[src/rtl/wdemux_pkg.sv]
// shared AXI widths and types; PORT_SEL_W of 2 limits the design to at most four master ports
`default_nettype none

package wdemux_pkg;

  // --------------------------------------------------------------------------
  // channel widths
  // --------------------------------------------------------------------------
  localparam int ID_W       = 4;
  localparam int ADDR_W     = 32;
  localparam int DATA_W     = 32;
  // port number, enough for four master ports
  localparam int PORT_SEL_W = 2;
  localparam int RESP_W     = 2;

  // --------------------------------------------------------------------------
  // payload types
  // --------------------------------------------------------------------------
  typedef logic [ID_W-1:0]       axi_id_t;
  typedef logic [ADDR_W-1:0]     axi_addr_t;
  typedef logic [DATA_W-1:0]     axi_data_t;
  typedef logic [PORT_SEL_W-1:0] port_sel_t;
  typedef logic [RESP_W-1:0]     axi_resp_t;

  // AW control: idle, or valid held toward a master that has not accepted yet
  typedef enum logic {
    AW_IDLE,
    AW_LOCKED
  } aw_state_e;

endpackage

`default_nettype wire
[src/rtl/id_track_if.sv]
// ID table handshake; ID_LOOK_BITS must match the AW control, the table and the top level
`timescale 1ns/1ps
`default_nettype none

interface id_track_if #(
  parameter int ID_LOOK_BITS = 2
);

  // lookup of the AW currently presented
  logic [ID_LOOK_BITS-1:0] lookup_id;
  wdemux_pkg::port_sel_t   lookup_port;
  logic                    occupied;
  // set when any tracked ID is at its in-flight limit
  logic                    full;

  // one push per admitted AW
  logic                    push;
  logic [ID_LOOK_BITS-1:0] push_id;
  wdemux_pkg::port_sel_t   push_port;

  // pop on every slave-side B handshake
  logic                    pop;
  logic [ID_LOOK_BITS-1:0] pop_id;

  modport ctrl (
    output lookup_id, push, push_id, push_port,
    input  lookup_port, occupied, full
  );

  // table side, pop arrives from the B arbiter through the top level
  modport tbl (
    input  lookup_id, push, push_id, push_port, pop, pop_id,
    output lookup_port, occupied, full
  );

endinterface

`default_nettype wire

[src/rtl/id_track_table.sv]
// in-flight writes per low ID; a pop for an ID with no writes in flight is not guarded
`timescale 1ns/1ps
`default_nettype none

module id_track_table #(
  parameter int MAX_TRANS    = 4,
  parameter int ID_LOOK_BITS = 2
) (
  input  wire logic clk_i,
  input  wire logic reset_i,
  id_track_if.tbl   trk_i
);

  localparam int NUM_IDS = 2 ** ID_LOOK_BITS;
  // counter must reach MAX_TRANS itself
  localparam int CNT_W   = $clog2(MAX_TRANS + 1);

  wdemux_pkg::port_sel_t port_v     [NUM_IDS];
  logic [NUM_IDS-1:0]    occupied_v;
  logic [NUM_IDS-1:0]    full_v;

  // --------------------------------------------------------------------------
  // one counter and port register per tracked ID
  // --------------------------------------------------------------------------
  for (genvar i = 0; i < NUM_IDS; i++) begin : gen_id
    logic [CNT_W-1:0]      cnt_q;
    wdemux_pkg::port_sel_t port_q;
    logic                  inc;
    logic                  dec;

    assign inc = trk_i.push && (trk_i.push_id == ID_LOOK_BITS'(i));
    assign dec = trk_i.pop && (trk_i.pop_id == ID_LOOK_BITS'(i));

    // push and pop together cancel out
    always_ff @(posedge clk_i) begin
      if (reset_i) begin
        cnt_q <= '0;
      end else if (inc && !dec) begin
        cnt_q <= cnt_q + 1'b1;
      end else if (dec && !inc) begin
        cnt_q <= cnt_q - 1'b1;
      end
    end

    // port of the latest push, same for all in-flight writes of this ID
    always_ff @(posedge clk_i) begin
      if (inc) begin
        port_q <= trk_i.push_port;
      end
    end

    assign port_v[i]     = port_q;
    assign occupied_v[i] = (cnt_q != '0);
    assign full_v[i]     = (cnt_q == CNT_W'(MAX_TRANS));
  end

  // lookup of the presented AW
  assign trk_i.lookup_port = port_v[trk_i.lookup_id];
  assign trk_i.occupied    = occupied_v[trk_i.lookup_id];
  // any saturated ID stalls all admissions
  assign trk_i.full        = |full_v;

endmodule

`default_nettype wire

[src/flat_wrapper.sv]
// flat-port wrapper written by rule: the top's interface ports become plain ports
module id_track_table_flat 
#(
  parameter int MAX_TRANS    = 4,
  parameter int ID_LOOK_BITS = 2
)
  (clk_i, reset_i, trk_i_lookup_id, trk_i_push, trk_i_push_id, trk_i_push_port, trk_i_pop, trk_i_pop_id, trk_i_lookup_port, trk_i_occupied, trk_i_full);
  id_track_if #(.ID_LOOK_BITS(ID_LOOK_BITS)) trk_i_i ();
  input  wire logic clk_i;
  input  wire logic reset_i;
  input wire logic [$bits(trk_i_i.lookup_id)-1:0] trk_i_lookup_id;
  input wire logic [$bits(trk_i_i.push)-1:0] trk_i_push;
  input wire logic [$bits(trk_i_i.push_id)-1:0] trk_i_push_id;
  input wire logic [$bits(trk_i_i.push_port)-1:0] trk_i_push_port;
  input wire logic [$bits(trk_i_i.pop)-1:0] trk_i_pop;
  input wire logic [$bits(trk_i_i.pop_id)-1:0] trk_i_pop_id;
  output wire logic [$bits(trk_i_i.lookup_port)-1:0] trk_i_lookup_port;
  output wire logic [$bits(trk_i_i.occupied)-1:0] trk_i_occupied;
  output wire logic [$bits(trk_i_i.full)-1:0] trk_i_full;
  assign trk_i_i.lookup_id = trk_i_lookup_id;
  assign trk_i_i.push = trk_i_push;
  assign trk_i_i.push_id = trk_i_push_id;
  assign trk_i_i.push_port = trk_i_push_port;
  assign trk_i_i.pop = trk_i_pop;
  assign trk_i_i.pop_id = trk_i_pop_id;
  assign trk_i_lookup_port = trk_i_i.lookup_port;
  assign trk_i_occupied = trk_i_i.occupied;
  assign trk_i_full = trk_i_i.full;
  id_track_table #(.MAX_TRANS(MAX_TRANS), .ID_LOOK_BITS(ID_LOOK_BITS)) u_core (.clk_i(clk_i), .reset_i(reset_i), .trk_i(trk_i_i));
endmodule
[config.mk]
export PLATFORM = sky130hd
export DESIGN_NAME = id_track_table_flat
export DESIGN_NICKNAME = d
export VERILOG_FILES = /design/src/rtl/wdemux_pkg.sv /design/src/rtl/id_track_if.sv /design/src/rtl/id_track_table.sv /design/src/flat_wrapper.sv
export SDC_FILE = /design/constraint.sdc
export NUM_CORES = 1
export LEC_CHECK = 0
export BUFFER_PORTS_ARGS = -buffer_cell sky130_fd_sc_hd__buf_2
export CAP_MARGIN = 25
export CORE_UTILIZATION = 40
export CTS_BUF_LIST = sky130_fd_sc_hd__clkbuf_4 sky130_fd_sc_hd__clkbuf_8
export DETAILED_ROUTE_END_ITERATION = 12
export RECOVER_POWER = 50
export SLEW_MARGIN = 20
export SYNTH_ARGS = -nofsm -noshare
export SYNTH_HDL_FRONTEND = slang
export SYNTH_SLANG_ARGS = --single-unit
export TNS_END_PERCENT = 10
[constraint.sdc]
create_clock -name clk_i -period 3.6 [get_ports clk_i]
set_input_delay 0.36 -clock clk_i [delete_from_list [all_inputs] [get_ports clk_i]]
set_output_delay 0.36 -clock clk_i [all_outputs]
set_load 0.01 [all_outputs]
==> report_table.html <==
<table>
<tr><th>Metric</th><th>Value</th></tr>
<tr><th colspan="2">GRT</th></tr>
<tr><td>Congestion Overflow GR</td><td>0</td></tr>
<tr><td>Gr usage total</td><td>0.166</td></tr>
<tr><td>Number of antenna violations at the first check in global routing</td><td>0</td></tr>
<tr><td>Global-route wire length before repair</td><td>approximately 3200 um</td></tr>
<tr><td>Vias in the first global route</td><td>761</td></tr>
<tr><td>Maximum number of pins on one net before global-route repair</td><td>13</td></tr>
<tr><th colspan="2">Pwr</th></tr>
<tr><td>Cell internal power dissipation</td><td>418 uW</td></tr>
<tr><td>Proportion of power drawn by the clock network</td><td>0.332</td></tr>
<tr><td>Power density over the cells</td><td>478 mW/mm^2</td></tr>
<tr><td>VDD IR max</td><td>0.288 mV</td></tr>
<tr><td>Static Leak</td><td>0.492 nW</td></tr>
<tr><td>Sequential power share</td><td>0.484</td></tr>
<tr><td>Switch share</td><td>0.258</td></tr>
<tr><td>Combinational cell fraction of total power</td><td>0.183</td></tr>
<tr><td>Switching component of the power</td><td>146 uW</td></tr>
<tr><th colspan="2">Placement</th></tr>
<tr><td>DP HPWL</td><td>approximately 1400 um</td></tr>
<tr><td>Placed cells</td><td>131</td></tr>
<tr><td>Placer Congestion</td><td>~0.74</td></tr>
<tr><td>Port Buffer Count</td><td>15</td></tr>
<tr><td>Worst setup slack after placement</td><td>1.30 ns</td></tr>
<tr><th colspan="2">Clock tree</th></tr>
<tr><td>CTS root buffer</td><td>sky130_fd_sc_hd__clkbuf_4</td></tr>
<tr><td>Setup repair bufs after CTS</td><td>0</td></tr>
<tr><td>Max clock buf depth</td><td>2</td></tr>
<tr><td>Post-cts gate resize count</td><td>0</td></tr>
<tr><td>Sink Count</td><td>20</td></tr>
<tr><td>Num CTS Buffers</td><td>3</td></tr>
<tr><td>Clock slew at the register clock pins of the worst setup and hold paths</td><td>0.12 ns</td></tr>
<tr><td>Hold-fix buffers at CTS</td><td>0</td></tr>
<tr><td>Total number of H-tree levels</td><td>1</td></tr>
<tr><td>CTS tree</td><td>yes</td></tr>
<tr><td>Clock latency on the worst-skew pair</td><td>around 0.31 ns</td></tr>
<tr><th colspan="2">Synthesis</th></tr>
<tr><td>Part of the Yosys area used for sequential elements</td><td>0.469</td></tr>
<tr><td>Dominant register cell in the synthesized netlist</td><td>sky130_fd_sc_hd__dfxtp_1</td></tr>
<tr><td>Number of distinct library cells after synthesis</td><td>26</td></tr>
<tr><td>Number of nets in the synthesized netlist</td><td>109</td></tr>
<tr><td>Async set-or-reset flop fraction in the synthesized netlist</td><td>0</td></tr>
<tr><td>Count of warnings emitted by yosys</td><td>0</td></tr>
<tr><td>Post-Syn Instances</td><td>89</td></tr>
<tr><td>Avg Inst Size Synth</td><td>between 10 and 15 um^2</td></tr>
<tr><td>Number of enable flip-flop cells after synthesis</td><td>8</td></tr>
<tr><td>Post-synthesis sequential element count</td><td>20</td></tr>
<tr><td>Post-synthesis instance area</td><td>0.00102 mm^2</td></tr>
<tr><th colspan="2">Floorplan</th></tr>
<tr><td>Count of boundary I/O pins</td><td>16</td></tr>
<tr><td>Starting utilization of the core area</td><td>0.442</td></tr>
<tr><td>Die area</td><td>0.00277 mm^2</td></tr>
<tr><td>Cell row count</td><td>17</td></tr>
<tr><td>Vertical die dimension</td><td>52.6 um</td></tr>
<tr><td>Core outline area</td><td>0.00232 mm^2</td></tr>
<tr><td>Die X</td><td>52.6 um</td></tr>
<tr><th colspan="2">STA</th></tr>
<tr><td>Share of the clock period used by the worst path</td><td>0.551</td></tr>
<tr><td>Fmax</td><td>0.504 GHz</td></tr>
<tr><td>Number of hold-slack violations in the final timing report</td><td>0</td></tr>
<tr><td>Normalized max-slew margin</td><td>0.725</td></tr>
<tr><td>Max Slew Vio Count</td><td>0</td></tr>
<tr><td># setup viols final</td><td>0</td></tr>
<tr><td>Setup repair after global routing missed its margin</td><td>false</td></tr>
<tr><td>Total negative slack for setup checks</td><td>0 ns</td></tr>
<tr><td>Setup slack of the critical path after layout</td><td>1.62 ns</td></tr>
<tr><td>Clock period minus final worst setup slack</td><td>1.98 ns</td></tr>
<tr><td>Fin Clk Skew</td><td>between 0.003 and 0.004 ns</td></tr>
<tr><td>Worst Max-Slew Pin Slew</td><td>0.411 ns</td></tr>
<tr><th colspan="2">Final layout</th></tr>
<tr><td>Antenna diode count</td><td>0</td></tr>
<tr><td>Fraction of the core area covered by cells at the end of the flow</td><td>0.508</td></tr>
<tr><td>Final layout net count</td><td>128</td></tr>
<tr><td>Finished Layout Cells</td><td>135</td></tr>
<tr><td>Fraction of final layout cells sized beyond drive strength 1</td><td>0.150</td></tr>
<tr><td>Area delta synth-&gt;final</td><td>15.0%</td></tr>
<tr><th colspan="2">Worst setup path</th></tr>
<tr><td>Maximum fanout along the worst path</td><td>4</td></tr>
<tr><td>Type of the setup path with the least slack</td><td>in2reg</td></tr>
<tr><td>Endpoint arrival time on the critical path</td><td>2.23 ns</td></tr>
<tr><td>Crit path capture type</td><td>flop</td></tr>
<tr><td>Data required, critical path</td><td>3.85 ns</td></tr>
<tr><td>Element type at the critical path start</td><td>input port</td></tr>
<tr><td>R2R Setup Slk</td><td>roughly 2.1 ns</td></tr>
<tr><th colspan="2">Route</th></tr>
<tr><td>Post-route DRC</td><td>0</td></tr>
<tr><td>WL per Instance</td><td>about 14 um</td></tr>
<tr><td>First-iteration detailed-routing DRC count</td><td>11</td></tr>
<tr><td>Final wirelength</td><td>1900 um</td></tr>
<tr><td>Per-cell via count in the routed design</td><td>5.42</td></tr>
<tr><td>Residual antenna-violating net count after detailed routing</td><td>0</td></tr>
<tr><td>Vias post-DR</td><td>between 700 and 800</td></tr>
<tr><td>DR pass1 iterations</td><td>4</td></tr>
<tr><th colspan="2">Flow run</th></tr>
<tr><td>Max-cap violation count</td><td>0</td></tr>
<tr><th colspan="2">Worst hold path</th></tr>
<tr><td>Class of the most critical hold timing path</td><td>in2reg</td></tr>
<tr><th colspan="2">Run status</th></tr>
<tr><td>Status</td><td>finished clean</td></tr>
</table>
layer usage:
metal,routed length (um),track usage
met1,903,0.203
met2,918,0.276
met3,44,0.0348
met4,32,0.0789
met5,0,0
final timing paths:
check                            start                         end  depth (start not counted)
max                         trk_i_push   u_core.gen_id[0].cnt_q[2]                          8
min                 trk_i_push_port[1]  u_core.gen_id[1].port_q[1]                          1
max reg2reg  u_core.gen_id[3].cnt_q[0]   u_core.gen_id[3].cnt_q[2]                          4
min reg2reg  u_core.gen_id[2].cnt_q[2]   u_core.gen_id[2].cnt_q[2]                          2
stage by stage:
| stage | hold WS, ns | instance area [um^2] | power [mW] |
|---|---|---|---|
| finish | 0.295 | 1180 | 0.563 |
| global route | 0.314 | 1180 | 0.594 |
| CTS | 0.249 | 1180 | 0.567 |
| detailed placement | 0.501 | 1130 | 0.382 |
| global placement | 0.485 | 1130 | 0.377 |
| floorplan | 0.429 | 1020 | 0.346 |
sequential cells by signal, indices dropped and copies added (netlist names):
name                  count
u_core.gen_id.cnt_q      12
u_core.gen_id.port_q      8
cell usage in the layout (no fill, tap or decap), types with 2 or more instances in the layout:
cell / instances
sky130_fd_sc_hd__nor2_1: 13
sky130_fd_sc_hd__dfxtp_1: 12
sky130_fd_sc_hd__buf_2: 11
sky130_fd_sc_hd__xor2_1: 8
sky130_fd_sc_hd__edfxtp_1: 8
sky130_fd_sc_hd__inv_1: 4
sky130_fd_sc_hd__mux2i_1: 4
sky130_fd_sc_hd__o21ai_0: 4
sky130_fd_sc_hd__or3_1: 4
sky130_fd_sc_hd__a21oi_1: 4
sky130_fd_sc_hd__fa_1: 4
sky130_fd_sc_hd__ha_1: 4
sky130_fd_sc_hd__clkbuf_1: 4
sky130_fd_sc_hd__clkbuf_4: 3
sky130_fd_sc_hd__nand3_1: 2
sky130_fd_sc_hd__mux4_1: 2
sky130_fd_sc_hd__nand2_1: 2
sky130_fd_sc_hd__nand3b_1: 2
sky130_fd_sc_hd__a22oi_1: 2
power groups by stage:
stage	registers, mW	logic, mW	clock network, mW
6_report	0.273	0.103	0.187
5_1_grt	0.276	0.118	0.200
3_3_place_gp	0.277	0.0997	0
2_1_floorplan	0.274	0.0723	0
3_5_place_dp	0.278	0.104	0
4_1_cts	0.273	0.105	0.190
kinds of logic (layout without fill, tap and decap cells):
family / Yosys count / count (layout) / share of synthesized area
flip-flops: 20 / 20 / 0.469
multiplexers: 6 / 6 / 0.0904
adder cells (fa/ha/maj): 8 / 8 / 0.127
AO/OA/AOI/OAI: 11 / 11 / 0.0611
AND/OR/NAND/NOR: 31 / 31 / 0.166
buffers and inverters: 5 / 23 / 0.0183
XOR/XNOR: 8 / 8 / 0.0684
synthesized netlist by cell type, types with 2 or more instances:
library cell,number,area share
sky130_fd_sc_hd__dfxtp_1,12,0.23
sky130_fd_sc_hd__inv_1,4,0.015
sky130_fd_sc_hd__xor2_1,8,0.068
sky130_fd_sc_hd__a21oi_1,4,0.020
sky130_fd_sc_hd__nor2_1,13,0.048
sky130_fd_sc_hd__ha_1,4,0.049
sky130_fd_sc_hd__nand2_1,2,0.0073
sky130_fd_sc_hd__fa_1,4,0.078
sky130_fd_sc_hd__a22oi_1,2,0.015
sky130_fd_sc_hd__edfxtp_1,8,0.23
sky130_fd_sc_hd__o21ai_0,4,0.020
sky130_fd_sc_hd__or3_1,4,0.024
sky130_fd_sc_hd__mux2i_1,4,0.039
sky130_fd_sc_hd__nand3b_1,2,0.015
sky130_fd_sc_hd__nand3_1,2,0.0098
sky130_fd_sc_hd__mux4_1,2,0.051
worst max-delay path: stages:
cell and delay, ns:
sky130_fd_sc_hd__clkbuf_1 0.12, sky130_fd_sc_hd__nor3b_1 0.39, sky130_fd_sc_hd__ha_1 0.26, sky130_fd_sc_hd__inv_1 0.07
sky130_fd_sc_hd__fa_1 0.42, sky130_fd_sc_hd__xor2_1 0.16, sky130_fd_sc_hd__or3_1 0.32, sky130_fd_sc_hd__a21oi_1 0.14
area by class of cell:
| cell class | count | area, um^2 |
|---|---|---|
| fill | 216 | 1140 |
| clock inverter | 1 | 30.0 |
| timing repair buffer | 15 | 70.1 |
| sequential | 20 | 480 |
| multi-input combinational | 64 | 526 |
| tap | 28 | 35.0 |
| inverter | 4 | 15.0 |
| clock buffer | 3 | 22.5 |
Note: power is estimated with default switching activity, not from simulation.
