===== src/rtl/wdemux_pkg.sv =====
// shared AXI widths and types; PORT_SEL_W of 2 limits the design to at most four master ports
`default_nettype none

package wdemux_pkg;

  // --------------------------------------------------------------------------
  // channel widths
  // --------------------------------------------------------------------------
  localparam int ID_W       = 4;
  localparam int ADDR_W     = 32;
  localparam int DATA_W     = 32;
  // port number, enough for four master ports
  localparam int PORT_SEL_W = 2;
  localparam int RESP_W     = 2;

  // --------------------------------------------------------------------------
  // payload types
  // --------------------------------------------------------------------------
  typedef logic [ID_W-1:0]       axi_id_t;
  typedef logic [ADDR_W-1:0]     axi_addr_t;
  typedef logic [DATA_W-1:0]     axi_data_t;
  typedef logic [PORT_SEL_W-1:0] port_sel_t;
  typedef logic [RESP_W-1:0]     axi_resp_t;

  // AW control: idle, or valid held toward a master that has not accepted yet
  typedef enum logic {
    AW_IDLE,
    AW_LOCKED
  } aw_state_e;

endpackage

`default_nettype wire

===== src/rtl/id_track_if.sv =====
// ID table handshake; ID_LOOK_BITS must match the AW control, the table and the top level
`timescale 1ns/1ps
`default_nettype none

interface id_track_if #(
  parameter int ID_LOOK_BITS = 2
);

  // lookup of the AW currently presented
  logic [ID_LOOK_BITS-1:0] lookup_id;
  wdemux_pkg::port_sel_t   lookup_port;
  logic                    occupied;
  // set when any tracked ID is at its in-flight limit
  logic                    full;

  // one push per admitted AW
  logic                    push;
  logic [ID_LOOK_BITS-1:0] push_id;
  wdemux_pkg::port_sel_t   push_port;

  // pop on every slave-side B handshake
  logic                    pop;
  logic [ID_LOOK_BITS-1:0] pop_id;

  modport ctrl (
    output lookup_id, push, push_id, push_port,
    input  lookup_port, occupied, full
  );

  // table side, pop arrives from the B arbiter through the top level
  modport tbl (
    input  lookup_id, push, push_id, push_port, pop, pop_id,
    output lookup_port, occupied, full
  );

endinterface

`default_nettype wire


===== src/rtl/aw_dispatch_ctrl.sv =====
// AW admission; the slave AW payload and select must stay stable while aw_valid_i is high
`timescale 1ns/1ps
`default_nettype none

module aw_dispatch_ctrl #(
  parameter int NUM_PORTS    = 4,
  parameter int ID_LOOK_BITS = 2
) (
  input  wire logic                  clk_i,
  input  wire logic                  reset_i,
  // slave AW
  input  wire logic                  aw_valid_i,
  output logic                       aw_ready_o,
  input  wire wdemux_pkg::axi_id_t   aw_id_i,
  input  wire wdemux_pkg::port_sel_t aw_sel_i,
  // master AW handshake
  output logic [NUM_PORTS-1:0]       m_aw_valid_o,
  input  wire logic [NUM_PORTS-1:0]  m_aw_ready_i,
  // select FIFO in w_route
  output logic                       fifo_push_o,
  input  wire logic                  fifo_full_i,
  // ID table
  id_track_if.ctrl                   trk_o
);

  wdemux_pkg::aw_state_e state_q, state_d;
  logic                  sel_ready;
  logic                  aw_go;
  logic                  push;

  // ready of the selected master port
  always_comb begin
    sel_ready = 1'b0;
    for (int i = 0; i < NUM_PORTS; i++) begin
      if (aw_sel_i == wdemux_pkg::port_sel_t'(i)) begin
        sel_ready = m_aw_ready_i[i];
      end
    end
  end

  // --------------------------------------------------------------------------
  // admission and valid lock
  // --------------------------------------------------------------------------
  always_comb begin
    state_d    = state_q;
    aw_go      = 1'b0;
    push       = 1'b0;
    aw_ready_o = 1'b0;
    case (state_q)
      wdemux_pkg::AW_IDLE: begin
        // capacity in table and FIFO, and no in-flight writes of this ID elsewhere
        if (aw_valid_i && !trk_o.full && !fifo_full_i &&
            (!trk_o.occupied || (trk_o.lookup_port == aw_sel_i))) begin
          aw_go = 1'b1;
          // table and FIFO take the AW now, the master may accept later
          push  = 1'b1;
          if (sel_ready) begin
            aw_ready_o = 1'b1;
          end else begin
            state_d = wdemux_pkg::AW_LOCKED;
          end
        end
      end
      wdemux_pkg::AW_LOCKED: begin
        // already pushed, only wait for the master
        aw_go = 1'b1;
        if (sel_ready) begin
          aw_ready_o = 1'b1;
          state_d    = wdemux_pkg::AW_IDLE;
        end
      end
      default: state_d = wdemux_pkg::AW_IDLE;
    endcase
  end

  always_ff @(posedge clk_i) begin
    if (reset_i) begin
      state_q <= wdemux_pkg::AW_IDLE;
    end else begin
      state_q <= state_d;
    end
  end

  // valid only toward the selected port
  always_comb begin
    for (int i = 0; i < NUM_PORTS; i++) begin
      m_aw_valid_o[i] = aw_go && (aw_sel_i == wdemux_pkg::port_sel_t'(i));
    end
  end

  assign trk_o.lookup_id = aw_id_i[ID_LOOK_BITS-1:0];
  assign trk_o.push_id   = aw_id_i[ID_LOOK_BITS-1:0];
  assign trk_o.push_port = aw_sel_i;
  assign trk_o.push      = push;
  assign fifo_push_o     = push;

endmodule

`default_nettype wire


===== src/flat_wrapper.sv =====
// flat-port wrapper written by rule: the top's interface ports become plain ports
module aw_dispatch_ctrl_flat 
#(
  parameter int NUM_PORTS    = 4,
  parameter int ID_LOOK_BITS = 2
)
  (clk_i, reset_i, aw_valid_i, aw_ready_o, aw_id_i, aw_sel_i, m_aw_valid_o, m_aw_ready_i, fifo_push_o, fifo_full_i, trk_o_lookup_id, trk_o_push, trk_o_push_id, trk_o_push_port, trk_o_lookup_port, trk_o_occupied, trk_o_full);
  id_track_if #(.ID_LOOK_BITS(ID_LOOK_BITS)) trk_o_i ();
  input  wire logic clk_i;
  input  wire logic reset_i;
  input  wire logic aw_valid_i;
  output logic aw_ready_o;
  input  wire wdemux_pkg::axi_id_t aw_id_i;
  input  wire wdemux_pkg::port_sel_t aw_sel_i;
  output logic [NUM_PORTS-1:0] m_aw_valid_o;
  input  wire logic [NUM_PORTS-1:0] m_aw_ready_i;
  output logic fifo_push_o;
  input  wire logic fifo_full_i;
  output wire logic [$bits(trk_o_i.lookup_id)-1:0] trk_o_lookup_id;
  output wire logic [$bits(trk_o_i.push)-1:0] trk_o_push;
  output wire logic [$bits(trk_o_i.push_id)-1:0] trk_o_push_id;
  output wire logic [$bits(trk_o_i.push_port)-1:0] trk_o_push_port;
  input wire logic [$bits(trk_o_i.lookup_port)-1:0] trk_o_lookup_port;
  input wire logic [$bits(trk_o_i.occupied)-1:0] trk_o_occupied;
  input wire logic [$bits(trk_o_i.full)-1:0] trk_o_full;
  assign trk_o_lookup_id = trk_o_i.lookup_id;
  assign trk_o_push = trk_o_i.push;
  assign trk_o_push_id = trk_o_i.push_id;
  assign trk_o_push_port = trk_o_i.push_port;
  assign trk_o_i.lookup_port = trk_o_lookup_port;
  assign trk_o_i.occupied = trk_o_occupied;
  assign trk_o_i.full = trk_o_full;
  aw_dispatch_ctrl #(.NUM_PORTS(NUM_PORTS), .ID_LOOK_BITS(ID_LOOK_BITS)) u_core (.clk_i(clk_i), .reset_i(reset_i), .aw_valid_i(aw_valid_i), .aw_ready_o(aw_ready_o), .aw_id_i(aw_id_i), .aw_sel_i(aw_sel_i), .m_aw_valid_o(m_aw_valid_o), .m_aw_ready_i(m_aw_ready_i), .fifo_push_o(fifo_push_o), .fifo_full_i(fifo_full_i), .trk_o(trk_o_i));
endmodule

===== config.mk =====
export PLATFORM = sky130hd
export DESIGN_NAME = aw_dispatch_ctrl_flat
export DESIGN_NICKNAME = d
export VERILOG_FILES = /design/src/rtl/wdemux_pkg.sv /design/src/rtl/id_track_if.sv /design/src/rtl/aw_dispatch_ctrl.sv /design/src/flat_wrapper.sv
export SDC_FILE = /design/constraint.sdc
export NUM_CORES = 1
export LEC_CHECK = 0
export BUFFER_PORTS_ARGS = -buffer_cell sky130_fd_sc_hd__clkbuf_2
export CAP_MARGIN = 15
export CORE_AREA = 2 2 39 41
export CTS_CLUSTER_DIAMETER = 150
export DETAILED_ROUTE_END_ITERATION = 8
export DIE_AREA = 0 0 41 43
export SLEW_MARGIN = 10
export SYNTH_ARGS = -nofsm -noshare
export SYNTH_HDL_FRONTEND = slang
export SYNTH_SLANG_ARGS = --single-unit

===== constraint.sdc =====
create_clock -name clk_i -period 2.6 [get_ports clk_i]
set_clock_uncertainty 0.1 [all_clocks]
set_input_delay 0 -clock clk_i [delete_from_list [all_inputs] [get_ports clk_i]]
set_output_delay 0 -clock clk_i [all_outputs]
set_load 0.05 [all_outputs]

==> key figures, run 1 <==
Power and ir drop
  – PwrDens: 271 nW/um2
  – Worst vdd ir: 62.4 uV
  – Pwr Total: 0.0803 mW
  – Leak pwr: 0.141 nW

Global route
  – Global routing usage on met2: 0.109
  – GR peak layer: met2
  – Vias in the first global route: 225
  – Largest net degree at the start of global routing: 8
  – Total GRT Usage: 0.0602
  – Met1 usage: 0.0804
  – Aggregate global routing overflow: 0
  – Initial antenna violation count: 0
  – Global-route wire length before repair: 821 um
  – Met3 Use GR: 0

Placement
  – Port Buffer Count: 22
  – Cells after DPL: 55
  – Gp weighted congestion: 0.620
  – Cell Area, Placed: 277 um2
  – Pre-CTS setup slack: 1.33 ns
  – Detail Placement HPWL: 484 um

Finish
  – Layout cells sized above 1: 0.585
  – Area Overhead vs Synth: 49.1%
  – Post-layout util: 0.214
  – # fillers: 156
  – Biggest register: u_core.state_q
  – Top flop regs: u_core.state_q: 1 flops
  – Sequential cell area: 20.0 um2
  – Post-route insts no fill: 57
  – Nets: 61
  – Multi-input logic area: 123 um2
  – Max reg flops: 1
  – Number of diodes: 0
  – Design area: 297 um2

Setup path
  – Top delay family on crit path: buffers and inverters
  – Reg2Reg Launch Point: u_core.state_q
  – Startpoint types: primary input
  – Crit Path Class: in -> out
  – Critical Path End Type: output pin
  – Crit-path slowest cell: dlygate4sd3_1
  – Crit-path max FO: 2
  – R2R depth: 2
  – Worst EP required: 2.50 ns
  – CP max stage delay: 1.18 ns
  – Crit. Startpoint: aw_id_i[1]
  – Arr. time, crit path: 1.18 ns
  – Levels on crit path: 1
  – Worst Path Buf+Inv: 1
  – Crit path cell chain: dlygate4sd3_1

Synthesis
  – Post-synth top cells: buf_4, nor3b_1, nor4_1, nor4b_1, xnor2_1
  – Synth cell types: 13
  – Top_reg_cell synth: dfxtp_1
  – Post-synthesis sequential area ratio: 0.101
  – Cell with the most instances after synthesis: buf_4
  – Syn nets: 42
  – Area leader, netlist: buf_4
  – Post-synth ARST share: 0
  – EDFF count, synth: 0
  – YS warnings: 0
  – Synth Area per Inst: 8.29 um2
  – Yosys top cell area share: 0.264
  – Synth Register Bits: 1
  – Synth top area cells: buf_4, mux4_2, nor3b_1
  – Mapped Area: 199 um2
  – Post-Synthesis Cells: 24

Timing
  – Final setup viols: 0
  – Rel. slew slack: 0.351
  – RSZ-0062 raised after global routing: false
  – Max Freq: 781 MHz
  – Crit path time final: 1.28 ns
  – Hold WS: 0.0749 ns
  – Setup TNS: 0 ns
  – Slew @ Worst Pin: 0.970 ns
  – Final worst slack: 1.32 ns
  – Fin. max-slew vios: 0
  – Final Hold Vio Count: 0
  – Period utilization: 0.492

Detailed routing
  – Routed WL per cell: 9.84 um
  – DR DRC count: 0
  – First-pass DRT Iterations: 4
  – Final wirelength: 561 um
  – Vias/cell: 3.96
  – Initial DRC count: 3
  – Antenna-violating nets left: 0
  – Via Count: 226

Flow run
  – Maxcap violations: 0

Floorplanning
  – Die W: 41 um
  – Die area: 1760 um2
  – Die height: 43 um
  – CORE AREA: 1380 um2
  – Initial Util: 0.144
  – IO Pins: 31
  – Rows: 14

Hold path
  – Hold path start: reset_i
  – Hold Crit Depth: 2
  – Worst Hold Class: in -> reg

Clock tree
  – Clock Latency Late Sink: 0 ns
  – Postcts setup bufs: 0
  – Worst-path clk slew: 0 ns
  – Post-CTS Resized: 0

Run status
  – Status: completed
## repair_timing
action,in CTS,in global routing
hold buffers,2,0
setup endpoints to repair,0,0
hold endpoints to repair,4,0
## cell usage in the layout (no fill, tap or decap)
master,Yosys,routed
xnor2_1,2,2
a211oi_2,1,1
nor3_1,1,1
nand2_1,1,1
nor3b_1,3,3
mux4_2,1,1
dlygate4sd3_1,0,2
nor4_1,2,2
inv_1,1,1
nor4b_1,2,2
nor2_1,1,1
clkbuf_2,0,22
a21oi_1,1,1
dfxtp_1,1,1
## path summary, 6_finish.rpt
check | endpoint | slack [ns]
worst max-delay path | trk_o_push_id[1] | 1.32
worst min-delay path | u_core.state_q | 0.07
worst max register to register | u_core.state_q | 1.61
worst min register to register | u_core.state_q | 0.64
## metal layers
| metal | part of all wire | up-vias |
|---|---|---|
| li1 | - | 117 |
| met1 | 0.42 | 94 |
| met2 | 0.46 | 15 |
| met3 | 0.12 | 0 |
| met4 | 0 | 0 |
| met5 | 0 | - |
## kinds of logic after synthesis
family / synth area share
xor+xnor: 0.0881
simple gates: 0.327
mux: 0.113
compound gates: 0.0880
buf+inv: 0.283
flops: 0.101
## power breakdown
part,switching (mW),internal (mW)
clock network,0,0
registers,0.000245,0.0160
logic,0.0437,0.0204
total,0.0440,0.0363
## layout make-up
class | count | area share
Inverter | 1 | 0.0127
Tap cell | 16 | 0.0675
Timing Repair Buffer | 24 | 0.439
Multi-Input combinational cell | 15 | 0.414
Sequential cell | 1 | 0.0675
Note: power is estimated with default switching activity, not from simulation.
==> inputs of run 2 (changes only) <==
- clock period: 2.6 -> 1.2 ns (I/O delays scaled with it)
==> run 2 against run 1 <==
  * The run now ends with negative hold slack left
  * Highest routed layer unchanged
  * Global-route usage grew 1.9 points
  * Worst hold slack lost 0.17 ns
  * Largest cell class is now multi-input gates
  * Via count grew 16%
  * Critical path depth grew 3
  * Critical path type unchanged
  * Largest power group unchanged
==> key figures, run 2 (synthesis results as in run 1) <==
Run status
  – Status: finished, violations left (was completed)
  – Failing checks: negative hold slack

Floorplanning
  – Die W: 41 um (unchanged)
  – CORE AREA: 1380 um2 (unchanged)
  – Die area: 1760 um2 (unchanged)
  – Rows: 14 (unchanged)
  – Die height: 43 um (unchanged)
  – Initial Util: 0.144 (unchanged)
  – IO Pins: 31 (unchanged)

Power and ir drop
  – Sequential share of power: 0.146 (was 0.202)
  – Pwr Total: 0.236 mW (was 0.0803 mW)
  – Comb power frac: 0.854 (was 0.798)
  – Internal: 0.128 mW (was 0.0363 mW)
  – Leak pwr: 0.217 nW (was 0.141 nW)
  – PwrDens: 474 nW/um2 (was 271 nW/um2)
  – Clock network power share: 0 (about the same)
  – Switching power: 0.108 mW (was 0.0440 mW)
  – Worst vdd ir: 167 uV (was 62.4 uV)
  – Sw Share: 0.458 (was 0.548)

Global route
  – Aggregate global routing overflow: 0 (unchanged)
  – Largest net degree at the start of global routing: 7 (was 8)
  – Met3 Use GR: 0.0105 (was 0)
  – Initial antenna violation count: 0 (unchanged)
  – Vias in the first global route: 266 (was 225)
  – Met1 usage: 0.110 (was 0.0804)
  – GR peak layer: met2 (unchanged)
  – Global-route wire length before repair: 1040 um (was 821 um)
  – Total GRT Usage: 0.0794 (was 0.0602)
  – Global routing usage on met2: 0.134 (was 0.109)

Clock tree
  – Postcts setup bufs: 0 (unchanged)
  – Clock Latency Late Sink: 0 ns (about the same)

Setup path
  – Crit-path max FO: 4 (was 2)
  – CP max stage delay: 0.52 ns (was 1.18 ns)
  – Crit-path slowest cell: mux4_2 (was dlygate4sd3_1)
  – Crit Path Class: in -> out (unchanged)
  – Critical Path End Type: output pin (unchanged)
  – Most frequent cell on the critical path: clkbuf_4
  – Startpoint types: primary input (unchanged)
  – Arr. time, crit path: 1.06 ns (was 1.18 ns)
  – R2R depth: 3 (was 2)
  – Reg2Reg Launch Point: u_core.state_q (unchanged)
  – Reg2Reg Setup Slack: 0.14 ns (was 1.61 ns)
  – Crit path cell chain: clkbuf_4 -> mux4_2 -> nor3b_4 -> clkbuf_4 (was dlygate4sd3_1)
  – Reg2reg end: u_core.state_q (unchanged)
  – Worst EP required: 1.10 ns (was 2.50 ns)

Hold path
  – Hold Path Sink: trk_o_push_id[0] (was u_core.state_q)
  – Worst Hold Class: in -> out (was in -> reg)
  – Hold path start: aw_id_i[0] (was reset_i)
  – Hold Crit Depth: 0 (was 2)

Detailed routing
  – Via Count: 263 (was 226)
  – First-pass DRT Iterations: 1 (was 4)
  – DR DRC count: 0 (unchanged)
  – Final wirelength: 663 um (was 561 um)
  – Vias/cell: 4.31 (was 3.96)
  – Routed WL per cell: 10.9 um (was 9.84 um)
  – Antenna-violating nets left: 0 (unchanged)
  – Initial DRC count: 0 (was 3)

Finish
  – Post-route insts no fill: 61 (was 57)
  – Layout cells sized above 1: 0.933 (was 0.585)
  – Max reg flops: 1 (unchanged)
  – Area Overhead vs Synth: 150% (was 49.1%)
  – Design area: 498 um2 (was 297 um2)
  – Nets: 65 (was 61)
  – Most common cell after layout, fill and taps aside: clkbuf_2 (unchanged)
  – Commonest non-fill, non-tap cells in the layout: clkbuf_2, buf_4 (was clkbuf_2, nor3b_1)
  – Biggest register: u_core.state_q (unchanged)
  – Top flop regs: u_core.state_q: 1 flops (unchanged)
  – Sequential cell area: 23.8 um2 (was 20.0 um2)
  – Number of diodes: 0 (unchanged)
  – # fillers: 143 (was 156)
  – Post-layout util: 0.360 (was 0.214)
  – Multi-input logic area: 263 um2 (was 123 um2)

Timing
  – Final Hold Vio Count: 4 (was 0)
  – Max Freq: 859 MHz
  – Rel. slew slack: 0.766 (was 0.351)
  – Final setup viols: 0 (unchanged)
  – Crit path time final: 1.16 ns
  – Slew @ Worst Pin: 0.350 ns (was 0.970 ns)
  – Period utilization: 0.970
  – Hold WS: -0.0999 ns (was 0.0749 ns)
  – RSZ-0062 raised after global routing: false (unchanged)
  – Fin. max-slew vios: 0 (unchanged)

Placement
  – Gp weighted congestion: 0.619 (was 0.620)
  – Port Buffer Count: 22 (unchanged)
  – Detail Placement HPWL: 555 um (was 484 um)
  – Cell Area, Placed: 467 um2 (was 277 um2)
  – Cells after DPL: 61 (was 55)

Flow run
  – Maxcap violations: 0 (unchanged)
==> run 2: changes by cell type in the layout (fill, tap and decap cells not counted), sizes merged <==
cell / previous run / this run
buf: 0 / 10
clkbuf: 22 / 18
dlygate4sd3: 2 / 0
==> run 2: worst max-delay path by stage <==
stage                   startpoint              end  slack (ns)  cells after the start
detailed placement     aw_sel_i[0]  m_aw_valid_o[1]       -0.04                      6
floorplan           u_core.state_q  m_aw_valid_o[1]       -0.03                      2
global route           aw_sel_i[1]  m_aw_valid_o[2]      0.0006                      6
global placement       aw_sel_i[0]  m_aw_valid_o[1]       -0.05                      6
finish                 aw_sel_i[0]       aw_ready_o        0.04                      4
CTS                    aw_sel_i[0]  m_aw_valid_o[0]        0.01                      6
==> run 2: layout make-up <==
| type | instances | area share |
|---|---|---|
| Tap cell | 16 | 0.0402 |
| Multi-Input combinational cell | 15 | 0.528 |
| Inverter | 1 | 0.00754 |
| Sequential cell | 1 | 0.0477 |
| Timing Repair Buffer | 28 | 0.377 |
==> run 2: per-stage QoR <==
stage / TNS, ns / hold WS (ns) / setup slack, ns
2_1_floorplan: -0.0744 / -0.0333 / -0.0318
3_3_place_gp: -0.138 / -0.0995 / -0.0492
3_5_place_dp: -0.125 / -0.0995 / -0.0448
4_1_cts: 0 / -0.0995 / 0.00995
5_1_grt: 0 / -0.0996 / 0.000578
6_report: 0 / -0.0999 / 0.0361
==> run 2: critical path, delay by kind of cell <==
kind	cells	cell delay [ns]
mux	1	0.52
simple gates	1	0.16
buf+inv	2	0.38
==> run 2: power groups by stage <==
stage | Combinational (mW) | Clock [mW] | Sequential [mW]
finish | 0.202 | 0 | 0.0344
global route | 0.213 | 0 | 0.0345
CTS | 0.196 | 0 | 0.0344
detailed placement | 0.194 | 0 | 0.0345
global placement | 0.192 | 0 | 0.0344
floorplan | 0.157 | 0 | 0.0343
==> run 2: routing by layer <==
metal | up-vias | part of all wire
li1 | 123 | -
met1 | 118 | 0.42
met2 | 22 | 0.47
met3 | 0 | 0.11
met4 | 0 | 0
met5 | - | 0
==> run 2: timing repair <==
action                                  4_1_cts  5_1_grt
pin swaps                                     0        3
resized for setup                             4        9
endpoints found under the hold margin         4        4
endpoints found under the setup margin        4        4
