--- src/rtl/wdemux_pkg.sv ---
// shared AXI widths and types; PORT_SEL_W of 2 limits the design to at most four master ports
`default_nettype none

package wdemux_pkg;

  // --------------------------------------------------------------------------
  // channel widths
  // --------------------------------------------------------------------------
  localparam int ID_W       = 4;
  localparam int ADDR_W     = 32;
  localparam int DATA_W     = 32;
  // port number, enough for four master ports
  localparam int PORT_SEL_W = 2;
  localparam int RESP_W     = 2;

  // --------------------------------------------------------------------------
  // payload types
  // --------------------------------------------------------------------------
  typedef logic [ID_W-1:0]       axi_id_t;
  typedef logic [ADDR_W-1:0]     axi_addr_t;
  typedef logic [DATA_W-1:0]     axi_data_t;
  typedef logic [PORT_SEL_W-1:0] port_sel_t;
  typedef logic [RESP_W-1:0]     axi_resp_t;

  // AW control: idle, or valid held toward a master that has not accepted yet
  typedef enum logic {
    AW_IDLE,
    AW_LOCKED
  } aw_state_e;

endpackage

`default_nettype wire
--- src/rtl/w_route.sv ---
// W steering in AW order; no fall-through, so W waits one cycle after its AW is pushed
`timescale 1ns/1ps
`default_nettype none

module w_route #(
  parameter int NUM_PORTS = 4,
  parameter int MAX_TRANS = 4
) (
  input  wire logic                                   clk_i,
  input  wire logic                                   reset_i,
  // selection FIFO
  input  wire logic                                   push_i,
  input  wire wdemux_pkg::port_sel_t                  sel_i,
  output logic                                        full_o,
  // slave W
  input  wire logic                                   w_valid_i,
  output logic                                        w_ready_o,
  input  wire wdemux_pkg::axi_data_t                  w_data_i,
  input  wire logic                                   w_last_i,
  // master W
  output logic [NUM_PORTS-1:0]                        m_w_valid_o,
  input  wire logic [NUM_PORTS-1:0]                   m_w_ready_i,
  output wdemux_pkg::axi_data_t [NUM_PORTS-1:0]       m_w_data_o,
  output logic [NUM_PORTS-1:0]                        m_w_last_o
);

  localparam int PTR_W = (MAX_TRANS > 1) ? $clog2(MAX_TRANS) : 1;
  localparam int CNT_W = $clog2(MAX_TRANS + 1);

  wdemux_pkg::port_sel_t mem_q [MAX_TRANS];
  logic [PTR_W-1:0]      wr_ptr_q;
  logic [PTR_W-1:0]      rd_ptr_q;
  logic [CNT_W-1:0]      count_q;
  logic                  empty;
  logic                  pop;
  wdemux_pkg::port_sel_t head;

  assign empty  = (count_q == '0);
  assign full_o = (count_q == CNT_W'(MAX_TRANS));
  assign head   = mem_q[rd_ptr_q];
  // head retires with the last beat of its burst
  assign pop    = !empty && w_valid_i && w_ready_o && w_last_i;

  // --------------------------------------------------------------------------
  // selection FIFO
  // --------------------------------------------------------------------------
  always_ff @(posedge clk_i) begin
    if (reset_i) begin
      wr_ptr_q <= '0;
      rd_ptr_q <= '0;
      count_q  <= '0;
    end else begin
      if (push_i) begin
        wr_ptr_q <= (wr_ptr_q == PTR_W'(MAX_TRANS - 1)) ? '0 : wr_ptr_q + 1'b1;
      end
      if (pop) begin
        rd_ptr_q <= (rd_ptr_q == PTR_W'(MAX_TRANS - 1)) ? '0 : rd_ptr_q + 1'b1;
      end
      if (push_i && !pop) begin
        count_q <= count_q + 1'b1;
      end else if (pop && !push_i) begin
        count_q <= count_q - 1'b1;
      end
    end
  end

  always_ff @(posedge clk_i) begin
    if (push_i) begin
      mem_q[wr_ptr_q] <= sel_i;
    end
  end

  // --------------------------------------------------------------------------
  // beat steering
  // --------------------------------------------------------------------------
  always_comb begin
    m_w_valid_o = '0;
    w_ready_o   = 1'b0;
    for (int i = 0; i < NUM_PORTS; i++) begin
      if (!empty && (head == wdemux_pkg::port_sel_t'(i))) begin
        m_w_valid_o[i] = w_valid_i;
        w_ready_o      = m_w_ready_i[i];
      end
    end
  end

  // payload fans out, only valid is steered
  for (genvar i = 0; i < NUM_PORTS; i++) begin : gen_w_payload
    assign m_w_data_o[i] = w_data_i;
    assign m_w_last_o[i] = w_last_i;
  end

endmodule

`default_nettype wire

--- config.mk ---
export PLATFORM = sky130hd
export DESIGN_NAME = w_route
export DESIGN_NICKNAME = d
export VERILOG_FILES = /design/src/rtl/wdemux_pkg.sv /design/src/rtl/w_route.sv
export SDC_FILE = /design/constraint.sdc
export NUM_CORES = 1
export LEC_CHECK = 0
export BUFFER_PORTS_ARGS = -buffer_cell sky130_fd_sc_hd__buf_2
export CORE_UTILIZATION = 33
export DETAILED_ROUTE_END_ITERATION = 10
export MAX_ROUTING_LAYER = met4
export PLACE_DENSITY = 0.87
export SLEW_MARGIN = 10
export SYNTH_ARGS = -nofsm -noshare
export SYNTH_HDL_FRONTEND = slang
export SYNTH_SLANG_ARGS = --single-unit
--- constraint.sdc ---
create_clock -name clk_i -period 2.6 [get_ports clk_i]
set_clock_uncertainty 0.1 [all_clocks]
set_input_delay 0.13 -clock clk_i [delete_from_list [all_inputs] [get_ports clk_i]]
set_output_delay 0.13 -clock clk_i [all_outputs]
set_load 0.005 [all_outputs]
==> run_results.csv, run 1 <==
group,metric,value,unit
status,status,"complete, but fails checks",
status,violations,"setup timing",
sta,tightest_slew,0.280,ns
floorplanning,core.rowCount,26,
finish,final-seq-area,422,um2
cts,clock_latency,0.25,ns
yosys,synthMuxAreaShare,0.0552,
drt,viasPerCell,4.14,
drt,ant_nets,0,
yosys,ys_ff_latch,17,
min_path,hold_class,"input port to register",
worst_setup_path,slowest_delay,0.56,ns
worst_setup_path,arrival,2.71,ns
cts,cts_tree,"done",
power,powerDensity,598,nW/um2
yosys,yosysSeqAreaShare,0.232,
worst_setup_path,crit_chain,"mux4_2 -> mux2i_1 -> mux2_4 -> or2_4 -> ha_4 -> inv_2 -> fa_2 -> xor2_1 -> or3_1 -> a21oi_1",
finish,drive_gt1_frac,0.365,
yosys,syn_nets,252,
power,ir_drop,0.321,mV
global_route,grt_pass1_wl,3860,um
yosys,yosys.area_share.simple,0.0704,
sta,setup_viol,1,
floorplanning,chipWidth,76.1,um
cts,htreeDepth,1,
floorplanning,core-area,5200,um2
power,p_leak,0.462,nW
floorplanning,ios,181,
drt,drt_iter0_drc,4,
worst_setup_path,endpoint_kind,"register",
yosys,synth_adder_area_share,0.0524,
cts,clk_path_buf_depth,2,
drt,wl,2550,um
cts,hold_buffers,0,
sta,period_needed,2.63,ns
run,cap_violations,0,
cts,cts_sinks,17,
drt,drt-pass1-iter-count,3,
worst_setup_path,critPathMaxFanout,3,
sta,max-slew-margin-rel,0.811,
cts,path_clk_slew,0.06,ns
sta,timing.hold.ws,0.00382,ns
yosys,synth_top_family_by_area,"buffers and inverters",
worst_setup_path,crit_family,"multiplexers",
finish,multiInputGateArea,392,um2
sta,max_clock_freq,0.380,GHz
finish,final_cell_mix,"20 x buf_2, 9 x nor2_1, 8 x dfxtp_1, 8 x edfxtp_1",
finish,fillerInstances,589,
worst_setup_path,crit_slowest_cell,"mux4_2",
sta,min_period_over_period,1.01,
placed_design,routabilityCongestion,0.764,
worst_setup_path,cp-start-kind,"register",
worst_setup_path,worst-setup-path-type,"register to register",
global_route,grt_max_degree,10,
yosys,synth_compound_area_frac,0.0186,
finish,finalNetCount,147,
cts,cts_buffers,3,
worst_setup_path,path_buf_inv,1,
yosys,postSynthAreaPerCell,8.98,um2
placed_design,port_buffers,20,
sta,rsz0062_at_grt,"yes",
finish,synthToLayoutAreaGrowth,-39.8,%
sta,slew_violations,0,
yosys,ys.warnings.count,0,
global_route,grt_pass1_vias,714,
sta,setup_ws,-0.0296,ns
drt,post-route-drc-count,0,
finish,final_common_cell,"buf_2",
floorplanning,start_util,0.348,
worst_setup_path,r2r_slack,-0.03,ns
floorplanning,dieArea,5790,um2
sta,final_hold_viol_count,0,
finish,antenna_cells,0,
yosys,ys_types,25,
worst_setup_path,crit_required,2.68,ns
cts,cts-root-buf,"clkbuf_8",
global_route,antenna_found_initial,0,
global_route,overflow,0,
global_route,grt_usage,0.0880,
yosys,synth-xor-area-share,0.00966,
yosys,synth_area,1810,um2
drt,via_count,687,
placed_design,place_hpwl,2140,um
yosys,synthCells,202,
drt,wl_per_cell,15.3,um
sta,fin_setup_tns,-0.0296,ns
floorplanning,die_h,76.1,um
==> what timing repair did <==
action	4_1_cts	5_1_grt
setup buffers	1	0
gates resized for setup	1	0
pin swaps	3	2
endpoints found under the setup margin	2	2
==> layer usage <==
metal,routed length (um),GRT usage,vias up
met4,11,0.0231,0
met2,1400,0.162,104
li1,-,-,296
met5,0,-,-
met1,640,0.0587,285
met3,500,0.0790,2
==> through the flow <==
stage / cells / cell area, um2 / worst slack (ns) / total power (W) / utilization
global placement: 161 / 1040 / 0.0325 / 0.000460 / 0.200
CTS: 166 / 1090 / -0.0524 / 0.000662 / 0.210
global route: 166 / 1090 / -0.0946 / 0.000692 / 0.210
detailed placement: 161 / 1040 / -0.0578 / 0.000465 / 0.200
finish: 166 / 1090 / -0.0296 / 0.000652 / 0.210
floorplan: 202 / 1830 / 0.0162 / 0.000575 / -
==> path summary, 6_finish.rpt <==
kind / startpoint / to / depth (start not counted)
setup / recovery: register / count_q[2] / 10
hold / removal: sel_i[0] / mem_q[2][0] / 1
setup reg to reg: register / count_q[2] / 10
hold reg to reg: rd_ptr_q[0] / register / 2
==> area by class of cell <==
class | count | share of cell area
sequential | 17 | 0.386
timing repair buffer | 23 | 0.112
inverter | 6 | 0.0206
clock buffer | 4 | 0.0413
multi-input combinational | 46 | 0.359
tap | 70 | 0.0803
==> cells by family after synthesis <==
group           Yosys count
simple gates             24
flops                    17
mux                       7
fa+ha+maj                 7
xor+xnor                  2
compound gates            6
buf+inv                 139
==> cells in the mapped netlist, drive strengths merged <==
cell    number  area [um2]
edfxtp       8         240
clkbuf       1        5.00
mux4         2        45.0
or2          1        6.26
buf        132         991
and2b        1        8.76
nand2b       1        6.26
xor2         2        17.5
and2         4        25.0
a31o         1        8.76
o21ai        2        10.0
fa           1        20.0
nor4b        1        8.76
inv          6        22.5
or3          1        6.26
nand2        2        7.51
dfxtp        9         180
mux2i        4        40.0
nor3         2        10.0
nor3b        1        7.51
or4          1        7.51
mux2         1        15.0
nor2         9        33.8
ha           6        75.1
a21oi        3        15.0
==> where the power goes <==
group / internal [W] / switching [W] / leakage, nW
clock: 0.000108 / 0.0000827 / 0.0228
combinational: 0.0000756 / 0.0000671 / 0.291
sequential: 0.000301 / 0.0000176 / 0.148
Note: power is estimated with default switching activity, not from simulation.
==> run 2, diff against run 1 <==
TNS_END_PERCENT = 20   (was default)
==> run 2 against run 1 <==
- the run still ends with setup timing left
- flip-flop and latch count is the same
- fmax shrank 0.48%
- worst hold slack better by 0.00064 ns
- non-clock buffer count rose by 1
- routed wire length rose by 0.90%
- count of clock-buffer cells in the layout is the same
- global-route usage is essentially flat
- critical path depth did not move
- utilization grew 0.14 points
- via count up 0.87%
- largest power group unchanged
==> run_results.csv, run 2 (synthesis results as in run 1) <==
group,metric,value,unit
worst_setup_path,crit_end,"count_q[2]",
sta,setup_viol,1,
worst_setup_path,cp-start-kind,"register",
power,p_switching,0.000168,W
cts,cts_buffers,3,
global_route,grt_pass1_wl,3850,um
drt,viasPerCell,4.15,
sta,max_clock_freq,0.378,GHz
drt,via_count,693,
sta,period_needed,2.64,ns
drt,drt-pass1-iter-count,3,
finish,fillerInstances,586,
finish,final_util,0.211,
drt,drt_iter0_drc,5,
finish,drive_gt1_frac,0.371,
placed_design,port_buffers,20,
floorplanning,start_util,0.348,
finish,synthToLayoutAreaGrowth,-39.4,%
worst_setup_path,r2r_end,"count_q[2]",
placed_design,dp_slack,-0.0578,ns
worst_setup_path,arrival,2.72,ns
floorplanning,ios,181,
worst_setup_path,rr_startpoint,"mem_q[2][0]",
worst_setup_path,crit_required,2.68,ns
finish,final_cell_mix,"20 x buf_2, 9 x nor2_1, 8 x dfxtp_1, 8 x edfxtp_1",
cts,clk_path_buf_depth,2,
worst_setup_path,critPathMaxFanout,3,
power,p_leak,0.468,nW
sta,setup_ws,-0.0422,ns
floorplanning,core-area,5200,um2
global_route,antenna_found_initial,0,
cts,cts_sinks,17,
cts,cts-root-buf,"clkbuf_8",
global_route,overflow,0,
placed_design,routabilityCongestion,0.764,
power,ir_drop,0.322,mV
cts,cts_tree,"done",
power,internal-power,0.000486,W
power,pwr-share-comb,0.222,
floorplanning,dieArea,5790,um2
sta,max-slew-margin-rel,0.816,
drt,wl,2570,um
floorplanning,die_h,76.1,um
cts,htreeDepth,1,
global_route,grt_max_degree,10,
finish,finalNetCount,148,
placed_design,place_hpwl,2140,um
cts,clock_latency,0.24,ns
sta,min_period_over_period,1.02,
worst_setup_path,crit_start,"mem_q[2][0]",
sta,slew_violations,0,
status,violations,"setup timing",
worst_setup_path,endpoint_kind,"register",
cts,path_clk_slew,0.06,ns
min_path,hold_class,"input port to register",
floorplanning,core.rowCount,26,
power,switching_share,0.256,
drt,ant_nets,0,
drt,wl_per_cell,15.4,um
worst_setup_path,worst-setup-path-type,"register to register",
global_route,grt_usage,0.0877,
worst_setup_path,r2r_slack,-0.04,ns
sta,tightest_slew,0.272,ns
sta,final_hold_viol_count,0,
placed_design,place_inst,161,
sta,rsz0062_at_grt,"yes",
floorplanning,chipWidth,76.1,um
run,cap_violations,0,
finish,instances_no_fill,167,
worst_setup_path,reg2reg_depth,10,
drt,post-route-drc-count,0,
power,powerDensity,595,nW/um2
finish,final_common_cell,"buf_2",
power,p_seq_frac,0.486,
status,status,"complete, but fails checks",
global_route,grt_pass1_vias,714,
finish,antenna_cells,0,
power,p_clk_frac,0.292,
## run 2: power groups by stage
stage,Combinational [W],Sequential [W],Clock (W)
CTS,0.000144,0.000318,0.000198
detailed placement,0.000141,0.000324,0
global route,0.000164,0.000321,0.000209
finish,0.000145,0.000318,0.000191
floorplan,0.000254,0.000321,0
global placement,0.000136,0.000324,0
## run 2: what timing repair did
item	4_1_cts	5_1_grt
pin swaps	2	3
gates resized for setup	1	0
hold buffers	0	0
setup endpoints to repair	2	2
setup buffers	0	2
## run 2: worst min-delay path by stage
stage | slack (ns) | to | from | cells past startpoint
3_3_place_gp | 0.16 | m_w_data_o[59] | w_data_i[27] | 0
4_1_cts | 0.003 | mem_q[2][0] | sel_i[0] | 1
6_report | 0.004 | mem_q[2][0] | sel_i[0] | 1
5_1_grt | 0.01 | mem_q[2][0] | sel_i[0] | 1
3_5_place_dp | 0.16 | m_w_data_o[59] | w_data_i[27] | 0
2_1_floorplan | 0.13 | mem_q[0][0] | sel_i[0] | 0
## run 2: cell type report
cell class | instances | area [um2] | area share
Timing Repair Buffer | 24 | 130 | 0.118
Multi-Input combinational cell | 46 | 392 | 0.356
Clock buffer | 4 | 45.0 | 0.0410
Sequential cell | 17 | 422 | 0.384
Tap cell | 70 | 87.6 | 0.0797
Inverter | 6 | 22.5 | 0.0205
## run 2: through the flow
stage                     cell area (um2)  setup TNS [ns]  hold slack, ns  total power [W]
after floorplan                      1830               0           0.129         0.000575
after global placement               1040               0           0.160         0.000460
after detailed placement             1040         -0.0699           0.160         0.000465
after CTS                            1080         -0.0881         0.00345         0.000661
after global routing                 1100          -0.206          0.0119         0.000694
final                                1100         -0.0422         0.00446         0.000654
## run 2: layer usage
layer | vias to the layer above | GRT usage | wire length [um]
li1 | 297 | - | -
met1 | 290 | 0.0580 | 646
met2 | 104 | 0.162 | 1410
met3 | 2 | 0.0790 | 500
met4 | 0 | 0.0231 | 11
met5 | - | - | 0
## run 2: worst max-delay path: stages, from the launching register on
cell	delay (ns)
edfxtp_1	0.37
mux4_2	0.53
mux2i_1	0.19
mux2_4	0.17
or2_4	0.12
ha_4	0.12
inv_2	0.03
fa_2	0.33
xor2_1	0.17
or3_1	0.31
a21oi_1	0.14
==> run 3, diff against run 2 <==
BUFFER_PORTS_ARGS = -buffer_cell sky130_fd_sc_hd__buf_4   (was -buffer_cell sky130_fd_sc_hd__buf_2)
PLACE_DENSITY = 0.75   (was 0.87)
SKIP_CTS_REPAIR_TIMING = 1   (was default)
==> run 3 against run 2 <==
- utilization rose by 1.1 points
- design area grew 5.0%
- critical path type unchanged
- global-route usage shrank 0.49 points
- first-iteration DRC count rose by 100%
- the flow still finishes with violations (setup timing)
- largest cell class unchanged
- cell count unchanged
- sequential power about the same
- non-clock buffer count stayed put
==> run_results.csv, run 3 (synthesis results as in run 1) <==
group,metric,value,unit
status,status,"complete, but fails checks",
status,violations,"setup timing",
sta,final_hold_viol_count,0,
drt,viasPerCell,4.14,
power,ir_drop,0.309,mV
power,fin_total_pwr,0.000663,W
global_route,grt_usage,0.0828,
worst_setup_path,cp-start-kind,"register",
cts,cts_tree,"done",
cts,clock_latency,0.25,ns
sta,setup_ws,-0.0251,ns
worst_setup_path,r2r_end,"count_q[2]",
finish,synthToLayoutAreaGrowth,-36.4,%
cts,cts_buffers,3,
sta,period_needed,2.63,ns
cts,path_clk_slew,0.06,ns
drt,via_count,691,
power,p_leak,0.478,nW
placed_design,place_area,1090,um2
drt,ant_nets,0,
sta,slew_violations,0,
global_route,overflow,0,
drt,post-route-drc-count,0,
floorplanning,core-area,5200,um2
cts,cts_sinks,17,
cts,cts-root-buf,"clkbuf_8",
sta,max-slew-margin-rel,0.835,
finish,drive_gt1_frac,0.351,
sta,timing.hold.ws,0.00860,ns
global_route,grt_max_degree,10,
sta,setup_viol,1,
floorplanning,ios,181,
global_route,grt_pass1_wl,3610,um
power,powerDensity,575,nW/um2
floorplanning,start_util,0.348,
worst_setup_path,reg2reg_depth,10,
worst_setup_path,worst-setup-path-type,"register to register",
placed_design,port_buffers,20,
sta,tightest_slew,0.243,ns
finish,fin_area,1150,um2
drt,wl_per_cell,14.9,um
finish,final_common_cell,"buf_4",
placed_design,dp_slack,-0.0491,ns
worst_setup_path,crit_required,2.68,ns
drt,drt-pass1-iter-count,4,
sta,fin_setup_tns,-0.0251,ns
finish,finalNetCount,148,
worst_setup_path,crit_end,"count_q[2]",
drt,drt_iter0_drc,10,
cts,clk_path_buf_depth,2,
drt,wl,2490,um
placed_design,routabilityCongestion,0.740,
worst_setup_path,arrival,2.71,ns
cts,htreeDepth,1,
finish,final_cell_mix,"22 x buf_4, 9 x nor2_1, 8 x dfxtp_1, 8 x edfxtp_1",
floorplanning,core.rowCount,26,
sta,max_clock_freq,0.381,GHz
sta,rsz0062_at_grt,"yes",
run,cap_violations,0,
floorplanning,die_h,76.1,um
finish,antenna_cells,0,
worst_setup_path,endpoint_kind,"register",
floorplanning,chipWidth,76.1,um
global_route,antenna_found_initial,0,
placed_design,place_hpwl,2080,um
min_path,hold_class,"input port to register",
worst_setup_path,critPathMaxFanout,3,
floorplanning,dieArea,5790,um2
sta,min_period_over_period,1.01,
global_route,grt_pass1_vias,693,
worst_setup_path,r2r_slack,-0.03,ns
-- run 3: worst max-delay path, stage by stage, from the launching register on --
cell,delay (ns)
dfxtp_2,0.35
mux4_2,0.55
mux2i_1,0.14
mux2_4,0.28
or2_4,0.25
ha_4,0.16
inv_2,0.05
fa_2,0.18
xor2_1,0.08
or3_1,0.31
a21oi_1,0.12
-- run 3: worst min-delay path by stage --
stage               cells past startpoint   startpoint              to  slack (ns)
floorplan                               0     sel_i[0]     mem_q[0][0]        0.13
global placement                        0  w_data_i[9]  m_w_data_o[73]        0.16
detailed placement                      0  w_data_i[9]  m_w_data_o[73]        0.16
CTS                                     1     sel_i[1]     mem_q[3][1]       -0.02
global route                            2      reset_i      count_q[2]       0.006
finish                                  2      reset_i     wr_ptr_q[0]       0.009
-- run 3: metal layers --
metal  GRT usage  wire, um  vias to the layer above  part of all wire
met5           -         0                        -                 0
met4      0.0327        35                        0             0.014
met3      0.0731       476                        5              0.19
met2       0.156      1370                      104              0.55
met1      0.0485       614                      287              0.25
li1            -         -                      295                 -
-- run 3: per-stage QoR --
| step | std cells | util |
|---|---|---|
| 6_report | 167 | 0.222 |
| 5_1_grt | 167 | 0.222 |
| 4_1_cts | 165 | 0.218 |
| 3_5_place_dp | 161 | 0.209 |
| 3_3_place_gp | 161 | 0.209 |
| 2_1_floorplan | 202 | - |
-- run 3: layout make-up --
cell class | instances | area (um2)
Clock buffer | 4 | 45.0
Fill cell | 586 | 4050
Inverter | 6 | 22.5
Multi-Input combinational cell | 46 | 392
Sequential cell | 17 | 422
Tap cell | 70 | 87.6
Timing Repair Buffer | 24 | 185
-- run 3: report_power, final --
part	switching (W)	internal (W)	leakage [nW]
sequential	0.0000182	0.000301	0.148
clock	0.0000808	0.000109	0.0228
combinational	0.0000668	0.0000876	0.307
